==> src/source/huff_params.svh <==
// ************************************************
// huffman decoder parameters
// code length limit and code table geometry
// ************************************************
`ifndef HUFF_PARAMS_SVH
`define HUFF_PARAMS_SVH

// longest legal code, also the width of the path and partial code registers
`define HUFF_MAX_CODE_LEN 16

// one table entry per possible 8-bit symbol
`define HUFF_TABLE_DEPTH 256

// address width of the code table
`define HUFF_ADDR_W 8

// number of written entries, wide enough to hold 256
`define HUFF_COUNT_W 9

`endif

==> src/source/huff_pkg.sv <==
// ************************************************
// huffman decoder package
// code table entry layout and the FSM state types
// ************************************************
`include "huff_params.svh"

package huff_pkg;

    // one code table entry, 29 bits in total
    typedef struct packed {
        logic [7:0]                    symbol; // decoded byte value
        logic [`HUFF_MAX_CODE_LEN-1:0] code;   // right aligned so the first move sits highest
        logic [4:0]                    len;    // code length from 1 to 16
    } code_entry_t;

    typedef enum logic [2:0] {
        HDR_IDLE,      // waiting for start
        HDR_NODE,      // reading one node bit of the preorder tree
        HDR_SYMBOL,    // reading the eight symbol bits after a leaf bit
        HDR_WRITE,     // waiting for the table grant to store the leaf
        HDR_BACKTRACK, // climbing back to the next unvisited right branch
        HDR_DONE,      // tree complete so table_ready is strobed
        HDR_ERROR      // path grew beyond the longest legal code
    } hdr_state_t;

    typedef enum logic [2:0] {
        SYM_IDLE,    // waiting for table_ready
        SYM_COUNT,   // shifting in the 16-bit symbol count
        SYM_TAKE,    // appending one code bit to the partial code
        SYM_LOOKUP,  // requesting one table entry
        SYM_COMPARE, // read data is back and is checked against the partial code
        SYM_DONE     // all counted symbols are out
    } sym_state_t;

endpackage

==> src/source/code_table_if.sv <==
// ************************************************
// code table client bus
// one client's request, command and grant toward the
// table arbiter
// ************************************************
`timescale 1ns/1ps
`include "huff_params.svh"

interface code_table_if;
    import huff_pkg::*;

    logic                    req;   // held until gnt is seen at a rising edge
    logic                    we;    // high for a write and low for a read
    logic [`HUFF_ADDR_W-1:0] addr;
    code_entry_t             wdata;
    logic                    gnt;   // combinational grant from the arbiter
    code_entry_t             rdata; // valid in the cycle after a granted read

    modport client (output req, output we, output addr, output wdata,
                    input gnt, input rdata);

    modport arbiter (input req, input we, input addr, input wdata,
                     output gnt, output rdata);

endinterface

==> src/source/code_table_arbiter.sv <==
// ************************************************
// code table arbiter
// fixed priority access to the table RAM with the
// header decoder first
// ************************************************
`timescale 1ns/1ps
`include "huff_params.svh"

module code_table_arbiter (
    input  logic                    clk,
    input  logic                    rst,
    code_table_if.arbiter           hdr,
    code_table_if.arbiter           sym,
    output logic                    ram_we,
    output logic [`HUFF_ADDR_W-1:0] ram_addr,
    output huff_pkg::code_entry_t   ram_wdata,
    input  huff_pkg::code_entry_t   ram_rdata
);

    logic rd_hdr; // ram output in this cycle answers the header decoder
    logic rd_sym; // ram output in this cycle answers the symbol decoder

    assign hdr.gnt = hdr.req;
    assign sym.gnt = sym.req && !hdr.req;

    assign ram_we    = hdr.gnt ? hdr.we : (sym.gnt && sym.we);
    assign ram_addr  = hdr.gnt ? hdr.addr : sym.addr;
    assign ram_wdata = hdr.gnt ? hdr.wdata : sym.wdata;

    // each client sees read data only for its own grant
    assign hdr.rdata = rd_hdr ? ram_rdata : '0;
    assign sym.rdata = rd_sym ? ram_rdata : '0;

    always_ff @(posedge clk or posedge rst) begin
        if (rst) begin
            rd_hdr <= 1'b0;
            rd_sym <= 1'b0;
        end else begin
            rd_hdr <= hdr.gnt;
            rd_sym <= sym.gnt;
        end
    end

    // a symbol read that loses to the header decoder stays posted until it is granted
    assert property (@(posedge clk) disable iff (rst)
        (sym.req && !sym.gnt) |=> (sym.req && $stable(sym.addr)))
        else $error("symbol table request dropped or moved before its grant");

endmodule

==> src/flat_wrapper.sv <==
// flat-port wrapper written by rule: the top's interface ports become plain ports
module code_table_arbiter_flat 
  (clk, rst, ram_we, ram_addr, ram_wdata, ram_rdata, hdr_req, hdr_we, hdr_addr, hdr_wdata, hdr_gnt, hdr_rdata, sym_req, sym_we, sym_addr, sym_wdata, sym_gnt, sym_rdata);
  code_table_if hdr_i ();
  code_table_if sym_i ();
  input  logic clk;
  input  logic rst;
  output logic ram_we;
  output logic [`HUFF_ADDR_W-1:0] ram_addr;
  output huff_pkg::code_entry_t ram_wdata;
  input  huff_pkg::code_entry_t ram_rdata;
  input wire logic [$bits(hdr_i.req)-1:0] hdr_req;
  input wire logic [$bits(hdr_i.we)-1:0] hdr_we;
  input wire logic [$bits(hdr_i.addr)-1:0] hdr_addr;
  input wire logic [$bits(hdr_i.wdata)-1:0] hdr_wdata;
  output wire logic [$bits(hdr_i.gnt)-1:0] hdr_gnt;
  output wire logic [$bits(hdr_i.rdata)-1:0] hdr_rdata;
  input wire logic [$bits(sym_i.req)-1:0] sym_req;
  input wire logic [$bits(sym_i.we)-1:0] sym_we;
  input wire logic [$bits(sym_i.addr)-1:0] sym_addr;
  input wire logic [$bits(sym_i.wdata)-1:0] sym_wdata;
  output wire logic [$bits(sym_i.gnt)-1:0] sym_gnt;
  output wire logic [$bits(sym_i.rdata)-1:0] sym_rdata;
  assign hdr_i.req = hdr_req;
  assign hdr_i.we = hdr_we;
  assign hdr_i.addr = hdr_addr;
  assign hdr_i.wdata = hdr_wdata;
  assign hdr_gnt = hdr_i.gnt;
  assign hdr_rdata = hdr_i.rdata;
  assign sym_i.req = sym_req;
  assign sym_i.we = sym_we;
  assign sym_i.addr = sym_addr;
  assign sym_i.wdata = sym_wdata;
  assign sym_gnt = sym_i.gnt;
  assign sym_rdata = sym_i.rdata;
  code_table_arbiter u_core (.clk(clk), .rst(rst), .hdr(hdr_i), .sym(sym_i), .ram_we(ram_we), .ram_addr(ram_addr), .ram_wdata(ram_wdata), .ram_rdata(ram_rdata));
endmodule
==> config.mk <==
export PLATFORM = sky130hd
export DESIGN_NAME = code_table_arbiter_flat
export DESIGN_NICKNAME = d
export VERILOG_FILES = /design/src/source/huff_pkg.sv /design/src/source/code_table_if.sv /design/src/source/code_table_arbiter.sv /design/src/flat_wrapper.sv
export VERILOG_INCLUDE_DIRS = /design/src /design/src/source
export SDC_FILE = /design/constraint.sdc
export NUM_CORES = 1
export LEC_CHECK = 0
export BUFFER_PORTS_ARGS = -buffer_cell sky130_fd_sc_hd__clkbuf_2
export CORE_AREA = 4 4 77 79
export CTS_CLUSTER_SIZE = 12
export DETAILED_ROUTE_END_ITERATION = 16
export DIE_AREA = 0 0 81 83
export GPL_TIMING_DRIVEN = 0
export HOLD_SLACK_MARGIN = 0.03
export PLACE_DENSITY = 0.71
export SLEW_MARGIN = 20
export SYNTH_ARGS = -nofsm -noshare
export SYNTH_HDL_FRONTEND = slang
export SYNTH_SLANG_ARGS = --single-unit
==> constraint.sdc <==
create_clock -name clk -period 0.8 [get_ports clk]
set_input_delay 0 -clock clk [delete_from_list [all_inputs] [get_ports clk]]
set_output_delay 0 -clock clk [all_outputs]
set_load 0.02 [all_outputs]
==> run metrics <==
Wirelength per Cell 16.05 um; failing checks setup timing; pre-CTS WS -295.2 ps; CTS Buf Count 3; CTS H-tree lvls 1; share of cells above drive strength 1 0.9263; DR vias 1736; Syn Std Cell Area 952.2 um2; Synth Register Bits 2; clock sink total 2; core footprint 0.005338 mm2; Pwr per Cell Area 812.8 mW/mm2; Die W 81 um; Data arrival, critical path ~1200 ps; initial antenna violation count 0; nets 450; ys async rst share 1.000; Clk pin slew, worst setup/hold paths 30 ps; Reg power frac 0.043; setup_tns -19670 ps; initial cell density of the core 0.1784; Detailed Place HPWL ~4500 um; sequential area share after synthesis 0.05256; MaxCap Viol Count 0; register area between 50 and 60 um2; final hold violation count 0; die area 0.006723 mm2; DP Area 0.002127 mm2; ys flop type dfrtp_1; Adder-Cell Fraction of Synth Area 0; CP endpoint hdr_rdata[20]; post-synthesis mux area share 0.4731; Area growth syn-to-layout 238.0%; status finished, violations left; Die H 83 um; kind of critical path register to output port; largest net degree at the start of global routing 11; crit-path max FO 5; Multi-input gate area 997.2 um2; number of DRC markers in iteration 0 12; most instantiated cells after synthesis and2_1 (58), mux2_2 (28), mux2_4 (9); Port Buf Inserts 206; Simple-Gate Fraction of Synth Area 0.3876; count leader, synth and2_1; vias in the first global route 1862; TritonCTS clock tree yes; post-route cell area 0.003218 mm2; first-pass GRT wire length 8680 um; Routed WL 6596 um; Synth Area in Compound Gates 0.009198; Clock Tree Root clkbuf_8; Post-synth EDFFs 0; GRT overflow 0; dominant cell type by area after synthesis and2_1; Residual DRC 0; startpoint types register; Max clock buf depth 2; fin crit share 1.475; RSZ-0062 raised after global routing true; required time of the critical path 800 ps; Sw Share 0.3707; Synth area leaders and2_1 (38%), mux2_2 (33%), mux2_4 (14%), dfrtp_1 (5.3%), buf_4 (2.4%); Cell variety after synth 11; Synth Area per Inst ~8.6 um2; drt via density 4.224; Cell Rows 27; Relative slew margins 0.9132; Filler cells roughly 410; remaining antenna violation count after routing 0; Worst Tran Pin Value 130.2 ps; launch point of the worst path u_core.rd_hdr; hold crit path type input port to register; Internal 1.646 mW; Synth top area share 0.3811; Final min period ~1200 ps; combinational share of power 0.803; clock group share of total power 0.154; Gate Count Post-Synth 111; syn_nets 220; Final setup viols 92; Total GRT Usage 0.1590; io pins 207; # diodes 0; Fmax achieved ~850 MHz; largest family of logic cells by synthesized area multiplexers; Lkg Pwr 1.807 nW; Post-Synth XOR/XNOR Area 0; final worst slack -380.1 ps; hold_ws 52.53 ps; Final Slew Violations 0; routability cong. around 0.76; Setup crit end kind output port; Switch Pwr 0.9695 mW; synth warn 0; First-pass DRT Iterations 4; Peak VDD IR 0.7655 mV
## through the flow
step                      cells    util  total power [mW]
final                       411  0.6029             2.616
after global routing        411  0.6029             2.760
after CTS                   410  0.5391             2.293
after detailed placement    389  0.3985             1.483
after global placement      389  0.3985             1.468
after floorplan             111       -            0.9010
## power groups by stage
| stage | clock network, mW | logic [mW] | registers (mW) |
|---|---|---|---|
| global route | 0.431 | 2.22 | 0.114 |
| finish | 0.402 | 2.10 | 0.113 |
| global placement | 0 | 1.36 | 0.113 |
| floorplan | 0 | 0.791 | 0.110 |
| CTS | 0.409 | 1.77 | 0.113 |
| detailed placement | 0 | 1.37 | 0.113 |
## registers in the layout, summed over array words and instances (netlist names)
signal	flops
u_core.rd_hdr	1
u_core.rd_sym	1
## cells in the final DEF (no fill, tap or decap)
| cell type | netlist | routed |
|---|---|---|
| dfrtp_1 | 2 | 2 |
| clkbuf_4 | 0 | 1 |
| and2_2 | 0 | 1 |
| buf_16 | 0 | 2 |
| buf_8 | 0 | 42 |
| nor2b_4 | 0 | 1 |
| buf_2 | 2 | 1 |
| mux2_2 | 28 | 10 |
| buf_4 | 3 | 6 |
| clkbuf_16 | 0 | 2 |
| and2_1 | 58 | 20 |
| dlygate4sd3_1 | 0 | 1 |
| buf_12 | 0 | 3 |
| inv_1 | 1 | 1 |
| clkbuf_2 | 0 | 133 |
| and2_4 | 0 | 37 |
| a22o_1 | 1 | 1 |
| clkbuf_8 | 0 | 3 |
| buf_6 | 2 | 45 |
| mux2_4 | 9 | 27 |
## worst max-delay path, stage by stage, from the launching register on
cell and delay [ps]:
dfrtp_1 390, buf_8 140, buf_6 120, and2_2 180
buf_6 130
## layout make-up
cell class                 instances  share of cell area
timing repair buffer             225              0.5859
multi-input combinational         97              0.3099
buffer                            11             0.04666
tap                               72             0.02799
sequential                         2             0.01555
clock buffer                       3             0.01283
inverter                           1            0.001166
## cells by family after synthesis
logic type,count (synthesis)
and+or+nand+nor,59
muxes,37
buffers and inverters,12
DFF,2
AOI/OAI and AO/OA,1
## how the worst min path moves through the flow
stage,startpoint,end,slack (ps),cells past startpoint
after floorplan,rst,u_core.rd_hdr,-260,1
after global placement,rst,u_core.rd_sym,-160,2
after detailed placement,rst,u_core.rd_sym,-160,2
after CTS,hdr_req,u_core.rd_hdr,40,2
after global routing,sym_req,u_core.rd_sym,50,2
final,sym_req,u_core.rd_sym,50,2
## repair_timing
item / CTS / global route
pin swaps: 7 / 0
resized for setup: 126 / 175
setup endpoints to repair: 96 / 93
setup buffers: 11 / 1
cloned: 6 / 1
hold buffers: 1 / 0
endpoints found under the hold margin: 2 / 0
## layer usage
layer / part of all wire / GRT usage
met1: 0.32 / 0.1564
met2: 0.55 / 0.3211
met3: 0.13 / 0.03796
met4: 0.0064 / 0.03226
met5: 0 / 0
Power figures use the tool's default switching activity.
