$ cat config.mk
export PLATFORM = sky130hd
export DESIGN_NAME = symbol_decoder_flat
export DESIGN_NICKNAME = d
export VERILOG_FILES = /design/src/source/huff_pkg.sv /design/src/source/code_table_if.sv /design/src/source/symbol_decoder.sv /design/src/flat_wrapper.sv
export VERILOG_INCLUDE_DIRS = /design/src /design/src/source
export SDC_FILE = /design/constraint.sdc
export NUM_CORES = 1
export LEC_CHECK = 0
export ABC_AREA = 1
export ABC_CLOCK_PERIOD_IN_PS = 3400
export BUFFER_PORTS_ARGS = -buffer_cell sky130_fd_sc_hd__buf_2
export CELL_PAD_IN_SITES_DETAIL_PLACEMENT = 2
export CELL_PAD_IN_SITES_GLOBAL_PLACEMENT = 2
export CORE_MARGIN = 3
export CORE_UTILIZATION = 32
export CTS_BUF_LIST = sky130_fd_sc_hd__clkbuf_4
export DETAILED_ROUTE_END_ITERATION = 10
export PLACE_DENSITY_LB_ADDON = 0.05
export SLEW_MARGIN = 10
export SYNTH_ARGS = -nofsm -noshare
export SYNTH_HDL_FRONTEND = slang
export SYNTH_SLANG_ARGS = --single-unit
$ cat constraint.sdc
create_clock -name clk -period 3.4 [get_ports clk]
set_input_delay 0.17 -clock clk [delete_from_list [all_inputs] [get_ports clk]]
set_output_delay 0.17 -clock clk [all_outputs]
set_load 0.03 [all_outputs]
$ cat src/source/huff_params.svh
// ************************************************
// huffman decoder parameters
// code length limit and code table geometry
// ************************************************
`ifndef HUFF_PARAMS_SVH
`define HUFF_PARAMS_SVH

// longest legal code, also the width of the path and partial code registers
`define HUFF_MAX_CODE_LEN 16

// one table entry per possible 8-bit symbol
`define HUFF_TABLE_DEPTH 256

// address width of the code table
`define HUFF_ADDR_W 8

// number of written entries, wide enough to hold 256
`define HUFF_COUNT_W 9

`endif

$ cat src/source/huff_pkg.sv
// ************************************************
// huffman decoder package
// code table entry layout and the FSM state types
// ************************************************
`include "huff_params.svh"

package huff_pkg;

    // one code table entry, 29 bits in total
    typedef struct packed {
        logic [7:0]                    symbol; // decoded byte value
        logic [`HUFF_MAX_CODE_LEN-1:0] code;   // right aligned so the first move sits highest
        logic [4:0]                    len;    // code length from 1 to 16
    } code_entry_t;

    typedef enum logic [2:0] {
        HDR_IDLE,      // waiting for start
        HDR_NODE,      // reading one node bit of the preorder tree
        HDR_SYMBOL,    // reading the eight symbol bits after a leaf bit
        HDR_WRITE,     // waiting for the table grant to store the leaf
        HDR_BACKTRACK, // climbing back to the next unvisited right branch
        HDR_DONE,      // tree complete so table_ready is strobed
        HDR_ERROR      // path grew beyond the longest legal code
    } hdr_state_t;

    typedef enum logic [2:0] {
        SYM_IDLE,    // waiting for table_ready
        SYM_COUNT,   // shifting in the 16-bit symbol count
        SYM_TAKE,    // appending one code bit to the partial code
        SYM_LOOKUP,  // requesting one table entry
        SYM_COMPARE, // read data is back and is checked against the partial code
        SYM_DONE     // all counted symbols are out
    } sym_state_t;

endpackage

$ cat src/source/code_table_if.sv
// ************************************************
// code table client bus
// one client's request, command and grant toward the
// table arbiter
// ************************************************
`timescale 1ns/1ps
`include "huff_params.svh"

interface code_table_if;
    import huff_pkg::*;

    logic                    req;   // held until gnt is seen at a rising edge
    logic                    we;    // high for a write and low for a read
    logic [`HUFF_ADDR_W-1:0] addr;
    code_entry_t             wdata;
    logic                    gnt;   // combinational grant from the arbiter
    code_entry_t             rdata; // valid in the cycle after a granted read

    modport client (output req, output we, output addr, output wdata,
                    input gnt, input rdata);

    modport arbiter (input req, input we, input addr, input wdata,
                     output gnt, output rdata);

endinterface

$ cat src/source/symbol_decoder.sv
// ************************************************
// symbol decoder
// reads the symbol count, then gathers code bits and
// matches them against the code table
// ************************************************
`timescale 1ns/1ps
`include "huff_params.svh"

module symbol_decoder (
    input  logic                     clk,
    input  logic                     rst,
    input  logic                     table_ready,
    input  logic [`HUFF_COUNT_W-1:0] entry_count,
    input  logic                     bit_valid,
    input  logic                     bit_value,
    output logic                     take,
    output logic                     sym_valid,
    output logic [7:0]               sym_data,
    output logic                     done,
    code_table_if.client             tbl
);
    import huff_pkg::*;

    sym_state_t                    state;
    logic [15:0]                   remaining; // symbols still to decode
    logic [3:0]                    count_bit; // count bits shifted in so far
    logic [`HUFF_MAX_CODE_LEN-1:0] code;      // partial code, right aligned
    logic [4:0]                    len;
    logic [`HUFF_COUNT_W-1:0]      idx;       // entry being scanned
    logic                          hit;

    assign hit       = (tbl.rdata.len == len) && (tbl.rdata.code == code);
    assign take      = bit_valid && (state == SYM_COUNT || state == SYM_TAKE);
    assign sym_valid = (state == SYM_COMPARE) && hit;
    assign sym_data  = tbl.rdata.symbol;
    assign done      = (state == SYM_DONE);

    // this client only reads
    assign tbl.req   = (state == SYM_LOOKUP);
    assign tbl.we    = 1'b0;
    assign tbl.addr  = idx[`HUFF_ADDR_W-1:0];
    assign tbl.wdata = '0;

    always_ff @(posedge clk or posedge rst) begin
        if (rst) begin
            state     <= SYM_IDLE;
            remaining <= 16'd0;
            count_bit <= 4'd0;
            code      <= '0;
            len       <= 5'd0;
            idx       <= '0;
        end else begin
            case (state)
                SYM_IDLE: begin
                    if (table_ready) begin
                        state     <= SYM_COUNT;
                        count_bit <= 4'd0;
                    end
                end
                SYM_COUNT: begin
                    if (take) begin
                        remaining <= {remaining[14:0], bit_value};
                        count_bit <= count_bit + 4'd1;
                        code      <= '0;
                        len       <= 5'd0;
                        if (count_bit == 4'd15) begin
                            // an empty message ends right here
                            state <= ({remaining[14:0], bit_value} == 16'd0) ? SYM_DONE : SYM_TAKE;
                        end
                    end
                end
                SYM_TAKE: begin
                    if (take) begin
                        code  <= {code[`HUFF_MAX_CODE_LEN-2:0], bit_value};
                        len   <= len + 5'd1;
                        idx   <= '0; // every new bit rescans from entry 0
                        state <= SYM_LOOKUP;
                    end
                end
                SYM_LOOKUP: begin
                    if (tbl.gnt) begin
                        state <= SYM_COMPARE;
                    end
                end
                SYM_COMPARE: begin
                    if (hit) begin
                        remaining <= remaining - 16'd1;
                        code      <= '0;
                        len       <= 5'd0;
                        state     <= (remaining == 16'd1) ? SYM_DONE : SYM_TAKE;
                    end else if (idx + 1'b1 == entry_count) begin
                        state <= SYM_TAKE; // no entry of this length so the code needs another bit
                    end else begin
                        idx   <= idx + 1'b1;
                        state <= SYM_LOOKUP;
                    end
                end
                SYM_DONE: state <= SYM_IDLE;
                default: state <= SYM_IDLE;
            endcase
        end
    end

    // the header decoder caps every code at 16 bits so a longer partial code is a broken stream
    assert property (@(posedge clk) disable iff (rst)
        (state == SYM_TAKE && take) |-> (len < 5'(`HUFF_MAX_CODE_LEN)))
        else $error("partial code grew beyond the longest table code");

endmodule

$ cat src/flat_wrapper.sv
// flat-port wrapper written by rule: the top's interface ports become plain ports
module symbol_decoder_flat import huff_pkg::*;
  (clk, rst, table_ready, entry_count, bit_valid, bit_value, take, sym_valid, sym_data, done, tbl_req, tbl_we, tbl_addr, tbl_wdata, tbl_gnt, tbl_rdata);
  code_table_if tbl_i ();
  input  logic clk;
  input  logic rst;
  input  logic table_ready;
  input  logic [`HUFF_COUNT_W-1:0] entry_count;
  input  logic bit_valid;
  input  logic bit_value;
  output logic take;
  output logic sym_valid;
  output logic [7:0] sym_data;
  output logic done;
  output wire logic [$bits(tbl_i.req)-1:0] tbl_req;
  output wire logic [$bits(tbl_i.we)-1:0] tbl_we;
  output wire logic [$bits(tbl_i.addr)-1:0] tbl_addr;
  output wire logic [$bits(tbl_i.wdata)-1:0] tbl_wdata;
  input wire logic [$bits(tbl_i.gnt)-1:0] tbl_gnt;
  input wire logic [$bits(tbl_i.rdata)-1:0] tbl_rdata;
  assign tbl_req = tbl_i.req;
  assign tbl_we = tbl_i.we;
  assign tbl_addr = tbl_i.addr;
  assign tbl_wdata = tbl_i.wdata;
  assign tbl_i.gnt = tbl_gnt;
  assign tbl_i.rdata = tbl_rdata;
  symbol_decoder u_core (.clk(clk), .rst(rst), .table_ready(table_ready), .entry_count(entry_count), .bit_valid(bit_valid), .bit_value(bit_value), .take(take), .sym_valid(sym_valid), .sym_data(sym_data), .done(done), .tbl(tbl_i));
endmodule
==> impl_metrics.csv <==
group,metric,value,unit
run_status,outcome,"complete, no violations",
die,dieArea,13200,sq um
synth,postSynthAreaPerCell,7.00,sq um
timing,setup_viol,0,
die,core_area,11500,sq um
die,die_h,115,microns
timing,clock_skew,0.00853,ns
timing,slew_violations,0,
critical_path,critPathSlowestCell,"o21ai_2",
timing,report.final.hold_viol_count,0,
synth,synth.yosys.seq_area_share,34.9,%
global_route,grt_max_degree,39,
global_route,met3_usage,2.11,%
clock_tree,cts.sinks,53,
worst_hold_path,hp-class,"in2reg",
detailed_routing,drt_iter0_markers,81,
placed_design,dp.cells,707,
clock_tree,cts-buffers-inserted,5,
clock_tree,cts_tree,"done",
timing,slew_headroom,48.1,%
critical_path,cp.arrival,2.92,ns
synth,synth-seq-cells,53,
critical_path,critical_path_class,"reg2reg",
critical_path,path_max_fanout,11,
critical_path,crit_top_cell,"nand2_1",
critical_path,worst_setup_path_start_kind,"register",
finish,design_area,4030,sq um
synth,yosys_warnings,0,
finish,finish.utilization,35.0,%
global_route,grt_busiest_layer,"met2",
finish,drive_gt1_share,11.9,%
synth,ys.flop_type,"dfrtp_1",
power_and_ir_drop,p_per_area,663,nW/um^2
critical_path,path_cells,"ha_1, nand2_1, nor2_1, nand2_1, nand3_1, nand3_1, nor2_1, nand3_1, o21ai_2, nand2_1, nand2_1",
detailed_routing,drc,0,
detailed_routing,via_count,3446,
power_and_ir_drop,power_leakage,2.01,nW
detailed_routing,drt-total-wl,10.7,mm
global_route,gr-usage-all-layers,16.5,%
detailed_routing,ant_nets,0,
timing,rsz0062_at_grt,"false",
placed_design,dpl.hpwl,8.36,mm
timing,tightest_slew,0.778,ns
global_route,grt_use_met1,21.3,%
synth,async_reset_ff_share,100,%
clock_tree,clkLatencyLatePin,0.40,ns
clock_tree,cts.htree.levels,2,
detailed_routing,routed_via_density,4.81,
clock_tree,post_cts_buffers,0,
placed_design,dpl_cell_area,3920,sq um
timing,max_freq,389,MHz
placed_design,io_buffers,47,
timing,min_period,2.57,ns
die,dieWidth,115,microns
power_and_ir_drop,ir_drop,0.175,mV
finish,instances_no_fill,716,
timing,holdWs,0.0701,ns
die,fp-row-count,39,
critical_path,cp-end-kind,"register",
critical_path,slowest_delay,0.49,ns
global_route,grt_pass1_wl,17.8,mm
finish,antennaDiodeCount,0,
synth,yosysUniqueCellTypes,31,
global_route,grt_pass1_vias,3655,
clock_tree,cts_root_buf,"clkbuf_4",
die,num_io_pins,94,
synth,synth_cells,543,
global_route,use_met2,29.6,%
timing,fin_crit_sh,75.6,%
global_route,antenna_found_initial,0,
synth,synthesis.area,3800,sq um
critical_path,crit_required,3.75,ns
detailed_routing,wire_per_inst,15.0,microns
clock_tree,cts_max_path_buffers,2,
global_route,grt.overflow.total,0,
flow_run,maxCapViolCount,0,
finish,areaGrowthSynthToFinish,5.99,%
placed_design,gp_congestion,0.758,
timing,setup_tns,0,ns
die,start_util,33.0,%
finish,fin_nets,621,
synth,synth_edf_count,0,
clock_tree,clk_pin_slew_worst_paths,0.16,ns
detailed_routing,firstDrtPassIters,4,
[layout by cell type, fill, tap and decap left out, types with 2 or more instances in the layout]
cell type	synthesis	routed
buf_2	5	47
dfrtp_1	53	53
clkinv_1	2	2
nor2_1	44	44
buf_4	46	4
o21ai_1	12	12
nor4_1	2	2
bufinv_16	0	2
o21bai_1	2	2
o21ai_0	50	50
conb_1	1	30
or2_2	2	2
nand4_1	6	6
nor3_1	10	10
o22ai_1	2	2
xnor2_1	4	4
a21oi_1	3	3
ha_1	5	5
clkbuf_4	0	5
nand3_1	40	40
nand2_1	151	151
xor2_1	25	25
inv_2	1	2
o31ai_1	3	3
inv_1	60	59
[repair_timing]
action	CTS	global route
hold endpoints to repair	32	0
hold buffers	1	0
gates resized for setup	0	0
[registers in the layout, indices dropped and copies added (netlist names)]
name              cells
u_core.code          16
u_core.remaining     16
u_core.idx            9
u_core.len            5
u_core.count_bit      4
u_core.state          3
[layer usage]
metal / vias to the layer above / wire length, microns
li1: 1698 / -
met3: 6 / 318
met1: 1682 / 5000
met2: 60 / 5340
met4: 0 / 97
met5: - / 0
[synthesized netlist by cell type (3+ instances only)]
| library cell | instances | area (sq um) |
|---|---|---|
| o21ai_0 | 50 | 250 |
| xor2_1 | 25 | 219 |
| a21oi_1 | 3 | 15.0 |
| buf_6 | 5 | 56.3 |
| clkbuf_1 | 3 | 11.3 |
| nand4_1 | 6 | 37.5 |
| o31ai_1 | 3 | 22.5 |
| dfrtp_1 | 53 | 1330 |
| nor3_1 | 10 | 50.1 |
| xnor2_1 | 4 | 35.0 |
| buf_2 | 5 | 25.0 |
| nand2_1 | 151 | 567 |
| nor2_1 | 44 | 165 |
| nand3_1 | 40 | 200 |
| ha_1 | 5 | 62.6 |
| buf_4 | 46 | 345 |
| inv_1 | 60 | 225 |
| o21ai_1 | 12 | 60.1 |
[logic make-up after synthesis]
family                     share of synthesized area, %
and+or+nand+nor                                    28.4
buffers and inverters                              17.7
AOI/OAI and AO/OA                                  10.6
DFF                                                34.9
xor gates and xnor gates                           6.68
adders and majority gates                          1.65
other                                            0.0987
[final timing paths]
| check | start | end | slack (ns) | depth (start not counted) |
|---|---|---|---|---|
| worst min register to register | u_core.code[2] | u_core.code[2] | 0.53 | 2 |
| max in group asynchronous | rst | u_core.code[1] | 2.17 | 4 |
| min in group asynchronous | rst | u_core.code[7] | 0.43 | 3 |
| worst max register to register | u_core.idx[0] | u_core.idx[5] | 0.83 | 11 |
| worst max-delay path | u_core.idx[0] | u_core.idx[5] | 0.83 | 11 |
| worst min-delay path | tbl_gnt | u_core.state[0] | 0.07 | 4 |
[critical path, delay by kind of cell, from the launching register on]
kind	cells	cell delay, ns
adder cells (fa/ha/maj)	1	0.24
AND/OR/NAND/NOR	9	1.32
AO/OA/AOI/OAI	1	0.49
flip-flops	1	0.47
[layout make-up]
cell class                      instances  area (sq um)
Tap cell                              143           179
Timing Repair Buffer                   52           275
Clock inverter                          3          65.1
Inverter                               63           236
Multi-Input combinational cell        397          1910
Clock buffer                            5          37.5
Sequential cell                        53          1330
Fill cell                            1417          7490
[stage by stage]
stage               power, W  setup slack (ns)
CTS                  0.00272             0.787
global route         0.00295             0.482
floorplan            0.00199              1.32
detailed placement   0.00225             0.868
finish               0.00267             0.830
global placement     0.00219             0.931
[where the power goes]
group,leakage (nW),switching (W),total [W],internal [W]
Clock,0.0552,0.000229,0.000456,0.000228
Combinational,1.23,0.000910,0.00129,0.000382
Sequential,0.721,0.000157,0.000924,0.000766
Total,2.01,0.00130,0.00267,0.00138
No activity file was read; power rests on OpenSTA's default activity.
