File: config.mk
export PLATFORM = sky130hd
export DESIGN_NAME = bit_unpacker
export DESIGN_NICKNAME = d
export VERILOG_FILES = /design/src/source/bit_unpacker.sv
export SDC_FILE = /design/constraint.sdc
export NUM_CORES = 1
export LEC_CHECK = 0
export ABC_AREA = 0
export BUFFER_PORTS_ARGS = -buffer_cell sky130_fd_sc_hd__clkbuf_2
export CAP_MARGIN = 15
export CORE_MARGIN = 5
export CORE_UTILIZATION = 40
export DETAILED_ROUTE_END_ITERATION = 6
export PLACE_DENSITY_LB_ADDON = 0.1
export SLEW_MARGIN = 30
export SYNTH_ARGS = -nofsm -noshare
export SYNTH_HDL_FRONTEND = slang
export SYNTH_SLANG_ARGS = --single-unit
export TNS_END_PERCENT = 5
File: constraint.sdc
create_clock -name clk -period 2.1 [get_ports clk]
set_clock_uncertainty 0.15 [all_clocks]
set_input_delay 0.21 -clock clk [delete_from_list [all_inputs] [get_ports clk]]
set_output_delay 0.21 -clock clk [all_outputs]
set_load 0.02 [all_outputs]
File: src/source/bit_unpacker.sv
// ************************************************
// bit unpacker
// pulls bytes from the byte source and serves them
// one bit at a time, MSB first
// ************************************************
`timescale 1ns/1ps

module bit_unpacker (
    input  logic       clk,
    input  logic       rst,
    input  logic       start,
    input  logic       byte_valid,
    input  logic [7:0] byte_data,
    input  logic       take_header,
    input  logic       take_data,
    output logic       byte_req,
    output logic       bit_valid,
    output logic       bit_value
);

    logic [7:0] buffer;  // current byte with the next bit in bit 7
    logic [3:0] fill;    // bits left in the buffer, 0 to 8
    logic       pending; // a byte_req is out and has not been answered yet
    logic       drop;    // the outstanding answer belongs to an abandoned stream
    logic       running; // set by the first start so no request goes out after reset
    logic       take;

    assign take      = (take_header || take_data) && bit_valid;
    assign bit_valid = (fill != 4'd0);
    assign bit_value = buffer[7];
    assign byte_req  = running && !start && !bit_valid && !pending; // asks in the cycle after emptying

    always_ff @(posedge clk or posedge rst) begin
        if (rst) begin
            fill    <= 4'd0;
            pending <= 1'b0;
            drop    <= 1'b0;
            running <= 1'b0;
        end else begin
            if (start) begin
                running <= 1'b1;
                fill    <= 4'd0;                   // new stream starts on a byte boundary
                drop    <= pending && !byte_valid; // old request still in flight
            end else if (byte_valid) begin
                fill <= drop ? 4'd0 : 4'd8;
                drop <= 1'b0;
            end else if (take) begin
                fill <= fill - 4'd1;
            end
            if (byte_req) begin
                pending <= 1'b1;
            end else if (byte_valid) begin
                pending <= 1'b0;
            end
        end
    end

    always_ff @(posedge clk) begin
        if (byte_valid) begin
            buffer <= byte_data;
        end else if (take) begin
            buffer <= {buffer[6:0], 1'b0};
        end
    end

    // the header decoder and the symbol decoder own the bit stream in turn
    assert property (@(posedge clk) disable iff (rst) !(take_header && take_data))
        else $error("both decoders took a bit in the same cycle");

endmodule

==> run metrics, run 1 <==
crit path capture byte_req; grt total ovfl 0; CTS max path bufs 2; Die Wd 52.0 um; total clock buffers created by CTS 3; Mean Syn Cell Area 13.3 um2; Max-slew headroom 77.3%; area growth from synthesis to layout 31.6%; # setup viols final 0; row count 15; Leak Pwr 0.412 nW; Yosys cell types 24; synthesized flop and latch total 15; Post-route DRC 0; largest net degree at the start of global routing 14; number of global-route vias before repair 526; Die Area 2700 um2; yosys warns 0; cell area after synthesis 704 um2; total track usage 11.5%; CP Capture Type output port; most area-hungry cell type in the Yosys netlist edfxtp_1; crit share post-route 99.4%; fin worst setup slack 0.0120 ns; Final Hold Fails 0; IO Count 17; FF-to-FF setup slack 0.37 ns; Routed Wire Length 1380 um; arrival time worst endpoint 1.73 ns; Routed Antenna Nets 0; RSZ-0062 raised after global routing yes; Hold Path Class in -> reg; DP HPWL 983 um; pre-CTS WS 0.277 ns; Seq/Total Area, Yosys 59.0%; final setup TNS 0 ns; most instantiated cells after synthesis 8 x edfxtp_1, 7 x dfrtp_1, 7 x mux2_2; CTS clk-pin slew, worst paths 0.09 ns; DRT Pass-1 Iters 4; Syn Nets 68; starting DRC count in detailed routing 12; via count 505; Critical Path Source fill[0]; layout cells sized above 1 52.5%; effective utilization at floorplan 41.2%; number of H-tree levels 1; Synth top area share 34.1%; Worst Hold Depth 2; Post-Synthesis Cells 53; Tmin final 2.09 ns; WL/cell 13.1 um; Power Density 760 nW/um2; RePlAce Congestion 0.787; port bufs 16; Clock Latency Late Sink 0.27 ns; initial antenna violation count 0; Sink Count 15; die height 52.0 um; Worst-Margin Slew 0.337 ns; CP Launch Type register; core area 1710 um2; status finished clean; R2R depth 6; cell area after layout 927 um2; Async SR Flop Fraction 46.7%; Critical R2R Launch fill[0]; worst vdd ir 0.467 mV; Final #Nets 96; vias per inst 4.81; CP Class reg -> out; Main synth FF type edfxtp_1; FMAX 479 MHz; Final Max Tran Viols 0; CP required 1.74 ns; Fillers 149; crit path max fanout 4; ANT cells 0; RR Endpoint buffer[2]; Placed Instance Area 818 um2; first-pass GRT wire length 2280 um; ranking of synthesized cells by area edfxtp_1 34%, dfrtp_1 25%, mux2_2 11%; most frequent cell after synthesis edfxtp_1; CTS tree yes; Clock Tree Root clkbuf_4; max-cap violation count 0; Post-synth EDFFs 8
## worst min path at each step
stage / end / slack [ns] / from
global placement: pending / -0.01 / rst
floorplan: drop / -0.14 / rst
finish: fill[3] / 0.05 / start
detailed placement: pending / -0.01 / rst
CTS: fill[3] / 0.04 / start
global route: fill[3] / 0.04 / start
## state kept, by name, summed over array words and instances (netlist names)
register / count
running: 1
drop: 1
buffer: 8
pending: 1
fill: 4
## layout by cell type (no fill, tap or decap), types with 2 or more instances in the layout
cell type	count
a21oi_1	2
inv_2	3
o21ai_0	2
buf_4	7
clkbuf_2	15
dfrtp_1	7
edfxtp_1	8
or2_2	3
mux2_2	7
nor2_1	4
inv_1	2
clkbuf_4	3
## power breakdown
| part | total, mW | switching, mW | internal [mW] |
|---|---|---|---|
| logic | 0.173 | 0.0784 | 0.0946 |
| clock network | 0.159 | 0.0859 | 0.0735 |
| registers | 0.372 | 0.0204 | 0.352 |
## cell type report
class	instances	area, um2	area share (%)
Multi-Input combinational cell	32	284	30.6
Tap cell	25	31.3	3.37
Clock buffer	4	26.3	2.83
Sequential cell	15	415	44.8
Inverter	5	18.8	2.02
Timing Repair Buffer	24	151	16.3
## logic make-up (layout without fill, tap and decap cells)
logic type      Yosys count  after routing  synth area share [%]
xor+xnor                  1              1                  1.24
mux                       8              8                  12.6
compound gates           10             10                  9.77
flops                    15             15                  59.0
buf+inv                   6             33                  3.37
fa+ha+maj                 1              1                  1.78
simple gates             12             12                  12.3
## through the flow
step	power [mW]	instances	hold WS, ns	util (%)
after floorplan	0.465	53	-0.137	-
after CTS	0.685	100	0.0429	51.4
after global placement	0.507	94	-0.0133	47.9
after detailed placement	0.509	94	-0.0106	47.9
final	0.705	105	0.0473	54.3
after global routing	0.752	105	0.0432	54.3
## critical path, stage by stage (launching register included)
cell and delay, ns:
dfrtp_1 0.42, inv_2 0.09, ha_4 0.14, nor3b_4 0.21, inv_2 0.09, nor4b_4 0.31
clkbuf_8 0.20
## timing repair
action                                  4_1_cts  5_1_grt
hold endpoints to repair                      7        0
pin swaps                                     0        2
gates resized for setup                       3        4
endpoints found under the setup margin        1        1
hold buffers                                  1        0
buffers inserted                              1        5
## metal layers
| metal | up-vias | track usage (%) | wire (um) |
|---|---|---|---|
| li1 | 251 | - | - |
| met1 | 243 | 14.9 | 604 |
| met2 | 11 | 17.6 | 689 |
| met3 | 0 | 4.01 | 81 |
| met4 | 0 | 3.93 | 0 |
| met5 | - | 0 | 0 |
Note: power is estimated with default switching activity, not from simulation.
==> run 2: changes to the inputs <==
- GPL_TIMING_DRIVEN: not set -> 0
- RECOVER_POWER: not set -> 100
==> run metrics, run 2 (synthesized netlist as in run 1, its figures left out) <==
total clock buffers created by CTS 3 (unchanged); Die Area 2700 um2 (unchanged); worst vdd ir 0.388 mV (-17%); Leak Pwr 0.386 nW (-6.3%); Routed Wire Length 1290 um (-6.0%); Most flops, register buffer; via count 490 (-3.0%); DP HPWL 940 um (-4.4%); starting DRC count in detailed routing 2 (-10); CP max-delay cell dfrtp_1; CP Class reg -> out; arrival time worst endpoint 1.67 ns (-0.06 ns); CTS max path bufs 2 (unchanged); Fillers 163 (+9.4%); IO Count 17 (unchanged); Hold Slack 0.0627 ns (+0.0154 ns); # setup viols final 0 (unchanged); port bufs 16 (unchanged); Clock Tree Root clkbuf_4; ANT cells 0 (unchanged); max-cap violation count 0 (unchanged); Routed Antenna Nets 0 (unchanged); leading cell type in the layout, fill and taps excluded clkbuf_2; Tmin final 2.03 ns (-0.0596 ns); Max-slew headroom 69.5% (-7.7 points); most frequent cells in the layout 13 x clkbuf_2, 8 x edfxtp_1, 7 x mux2_2, 7 x dfrtp_1; max reg flops 8 (unchanged); total power 0.677 mW (-3.9%); CP Capture Type output port; CTS clk-pin slew, worst paths 0.08 ns (about the same); final setup TNS 0 ns (unchanged); largest registers buffer (8), fill (4); total track usage 10.7% (-0.73 points); crit path max fanout 5 (+1); initial antenna violation count 0 (unchanged); number of global-route vias before repair 491 (-6.7%); RSZ-0062 raised after global routing yes; area growth from synthesis to layout 25.8%; Worst-Margin Slew 0.457 ns (+0.120 ns); RePlAce Congestion 0.836 (+6.1%); Power Density 764 nW/um2 (+0.56%); layout cells sized above 1 45.5% (-7.0 points); first-pass GRT wire length 2150 um (-6.0%); Die Wd 52.0 um (unchanged); cells along the critical path inv_1 > ha_2 > nor3b_4 > inv_2 > nor4b_4 > buf_4; Post-route DRC 0 (unchanged); CP required 1.74 ns (about the same); status finished clean; Clock Latency Late Sink 0.27 ns (about the same); effective utilization at floorplan 41.2% (unchanged); core area 1710 um2 (unchanged); grt total ovfl 0 (unchanged); vias per inst 4.80 (-0.12%); Final Max Tran Viols 0 (unchanged); Final #Nets 93 (-3.1%); DRT Pass-1 Iters 2 (-2); CTS tree yes; die height 52.0 um (unchanged); crit share post-route 96.6% (-2.8 points); CP max stage delay 0.39 ns (-0.03 ns); number of H-tree levels 1 (unchanged); Hold Path Class in -> reg; largest net degree at the start of global routing 11 (-3); Final Hold Fails 0 (unchanged); Sink Count 15 (unchanged); row count 15 (unchanged); WL/cell 12.7 um (-3.2%); FMAX 493 MHz (+2.9%); CP Launch Type register
[run 2: layer usage]
metal / wire [um] / track usage, % / up-vias
met4: 7 / 3.93 / 0
met5: 0 / 0 / -
met3: 56 / 2.87 / 2
met1: 627 / 14.5 / 233
met2: 601 / 16.3 / 11
li1: - / - / 244
[run 2: worst paths after layout]
| check | startpoint | end | slack (ns) | cells after the start |
|---|---|---|---|---|
| setup / recovery | fill[0] | byte_req | 0.07 | 6 |
| hold / removal | start | fill[3] | 0.06 | 2 |
| setup reg to reg | fill[1] | buffer[3] | 0.32 | 5 |
| hold reg to reg | drop | fill[3] | 0.32 | 1 |
| max in group asynchronous | rst | fill[3] | 1.36 | 3 |
| min in group asynchronous | rst | pending | 0.23 | 3 |
[run 2: report_power, final]
| part | leakage (nW) | total [mW] | switching, mW | internal (mW) |
|---|---|---|---|---|
| clock | 0.0150 | 0.156 | 0.0829 | 0.0735 |
| combinational | 0.201 | 0.150 | 0.0760 | 0.0735 |
| sequential | 0.170 | 0.371 | 0.0191 | 0.352 |
| total | 0.386 | 0.677 | 0.178 | 0.499 |
[run 2: timing repair]
action | CTS | global route
resized for setup | 2 | 3
pin swaps | 0 | 0
buffers inserted | 2 | 1
endpoints found under the setup margin | 1 | 9
hold buffers | 1 | 0
cloned | 0 | 0
endpoints found under the hold margin | 7 | 0
[run 2: through the flow]
| step | instance area, um2 | util (%) | setup WS (ns) | cells |
|---|---|---|---|---|
| after floorplan | 704 | - | 0.138 | 53 |
| after global placement | 816 | 47.8 | -0.185 | 94 |
| after detailed placement | 816 | 47.8 | 0.115 | 94 |
| after CTS | 876 | 51.3 | 0.00944 | 101 |
| after global routing | 886 | 51.9 | -0.0547 | 102 |
| final | 886 | 51.9 | 0.0717 | 102 |
[run 2: critical path: cells and delay by family (launching register included)]
family,cells,cell delay [ns]
adders and majority gates,1,0.19
buffers and inverters,3,0.37
and+or+nand+nor,2,0.46
DFF,1,0.39
[run 2: layout make-up]
| type | count | area (um2) | area share (%) |
|---|---|---|---|
| plain buffers | 1 | 3.75 | 0.424 |
| clock buffers | 4 | 26.3 | 2.97 |
| inverters | 5 | 18.8 | 2.12 |
| multi-input cells | 32 | 278 | 31.4 |
| flip-flops and latches | 15 | 415 | 46.9 |
| well taps | 25 | 31.3 | 3.53 |
| repair buffers | 20 | 113 | 12.7 |
==> run 3: changes to the inputs <==
- CAP_MARGIN: 15 -> 25
- REMOVE_ABC_BUFFERS: not set -> 1
==> run metrics, run 3 (synthesized netlist as in run 1, its figures left out) <==
crit path max fanout 5 (unchanged); row count 15 (unchanged); Die Wd 52.0 um (unchanged); CP Launch Type register; max-cap violation count 0 (unchanged); hold path start start; WL/cell 11.8 um (-6.8%); Final #Nets 91 (-2.2%); Power Density 773 nW/um2 (+1.2%); number of H-tree levels 1 (unchanged); Routed Wire Length 1180 um (-8.6%); FMAX 490 MHz (-0.71%); vias per inst 4.83 (+0.54%); final setup TNS 0 ns (unchanged); CTS tree yes; layout cells sized above 1 48.0% (+2.5 points); IO Count 17 (unchanged); Tmin final 2.04 ns (+0.0146 ns); ANT cells 0 (unchanged); cell area after layout 876 um2 (-1.1%); total clock buffers created by CTS 3 (unchanged); Sink Count 15 (unchanged); Most flops, register buffer; largest net degree at the start of global routing 14 (+3); largest registers buffer (8), fill (4); port bufs 16 (unchanged); status finished clean; via count 483 (-1.4%); grt total ovfl 0 (unchanged); RePlAce Congestion 0.769 (-8.0%); Fillers 158 (-3.1%); area growth from synthesis to layout 24.3%; crit share post-route 97.3% (+0.69 points); CP Class reg -> out; DP HPWL 879 um (-6.5%); Final Max Tran Viols 0 (unchanged); worst vdd ir 0.463 mV (+19%); Die Area 2700 um2 (unchanged); leading cell type in the layout, fill and taps excluded clkbuf_2; initial antenna violation count 0 (unchanged); Leak Pwr 0.383 nW (-0.82%); total track usage 10.4% (-0.31 points); max reg flops 8 (unchanged); # setup viols final 0 (unchanged); most frequent cells in the layout 13 x clkbuf_2, 8 x edfxtp_1, 7 x mux2_2, 7 x dfrtp_1, 4 x nor2_1; Placed Instance Area 811 um2 (-0.61%); Post-route DRC 0 (unchanged); die height 52.0 um (unchanged); core area 1710 um2 (unchanged); Final Hold Fails 0 (unchanged); Hold Path Class in -> reg; Critical Path Source fill[1]; CTS max path bufs 2 (unchanged); Clock Latency Late Sink 0.28 ns (about the same); total power 0.677 mW (about the same); effective utilization at floorplan 41.2% (unchanged); Routed Antenna Nets 0 (unchanged); Max-slew headroom 61.7% (-7.9 points); CP required 1.74 ns (about the same); Critical R2R Launch fill[1]; Clock Tree Root clkbuf_4; first-pass GRT wire length 2100 um (-1.9%); RSZ-0062 raised after global routing yes; number of global-route vias before repair 508 (+3.5%); arrival time worst endpoint 1.68 ns (about the same); CTS clk-pin slew, worst paths 0.09 ns (about the same); CP Capture Type output port; DRT Pass-1 Iters 3 (+1); Worst-Margin Slew 0.575 ns (+0.118 ns); starting DRC count in detailed routing 8 (+6); Hold Slack 0.0448 ns (-0.0180 ns)
run 3: changes by cell type in the layout (fill, tap and decap cells not counted):
cell,previous run,this run
clkbuf_1,4,2
clkbuf_4,4,3
clkinv_2,0,1
inv_1,4,3
inv_2,1,2
run 3: repair_timing:
item / 4_1_cts / 5_1_grt
hold endpoints to repair: 7 / 0
hold buffers: 1 / 0
endpoints found under the setup margin: 1 / 9
resized for setup: 3 / 3
buffers inserted: 1 / 1
run 3: worst paths after layout:
kind	endpoint	slack, ns	cells after the start
max	byte_req	0.06	6
min	fill[3]	0.04	2
max reg2reg	buffer[0]	0.29	5
min reg2reg	fill[3]	0.33	1
max in group asynchronous	drop	1.35	3
min in group asynchronous	fill[0]	0.24	3
run 3: final cells by class:
| type | instances | area (um2) | area share, % |
|---|---|---|---|
| Sequential cell | 15 | 415 | 47.4 |
| Inverter | 5 | 18.8 | 2.14 |
| Clock buffer | 3 | 22.5 | 2.57 |
| Multi-Input combinational cell | 32 | 278 | 31.7 |
| Clock inverter | 1 | 5.00 | 0.571 |
| Timing Repair Buffer | 19 | 105 | 12.0 |
| Tap cell | 25 | 31.3 | 3.57 |
run 3: power breakdown:
part | switching (mW) | leakage, nW | total (mW) | internal (mW)
logic | 0.0713 | 0.195 | 0.143 | 0.0713
registers | 0.0203 | 0.170 | 0.372 | 0.352
clock network | 0.0918 | 0.0177 | 0.162 | 0.0706
run 3: worst max-delay path: stages (launching register included):
cell and delay, ns:
dfrtp_1 0.42, inv_1 0.07, ha_2 0.18, nor3b_4 0.22
inv_2 0.10, nor4b_4 0.24, buf_4 0.19
run 3: stage by stage:
stage | instances | util [%] | worst slack (ns)
2_1_floorplan | 52 | - | 0.138
3_3_place_gp | 93 | 47.5 | -0.195
3_5_place_dp | 93 | 47.5 | 0.124
4_1_cts | 99 | 50.8 | 0.00299
5_1_grt | 100 | 51.3 | -0.0545
6_report | 100 | 51.3 | 0.0571
run 3: metal layers:
| metal | vias up | routed length (um) | track usage, % |
|---|---|---|---|
| met4 | 0 | 0 | 2.62 |
| met3 | 0 | 67 | 3.44 |
| met1 | 228 | 562 | 13.2 |
| met5 | - | 0 | 0 |
| met2 | 11 | 552 | 16.9 |
| li1 | 244 | - | - |
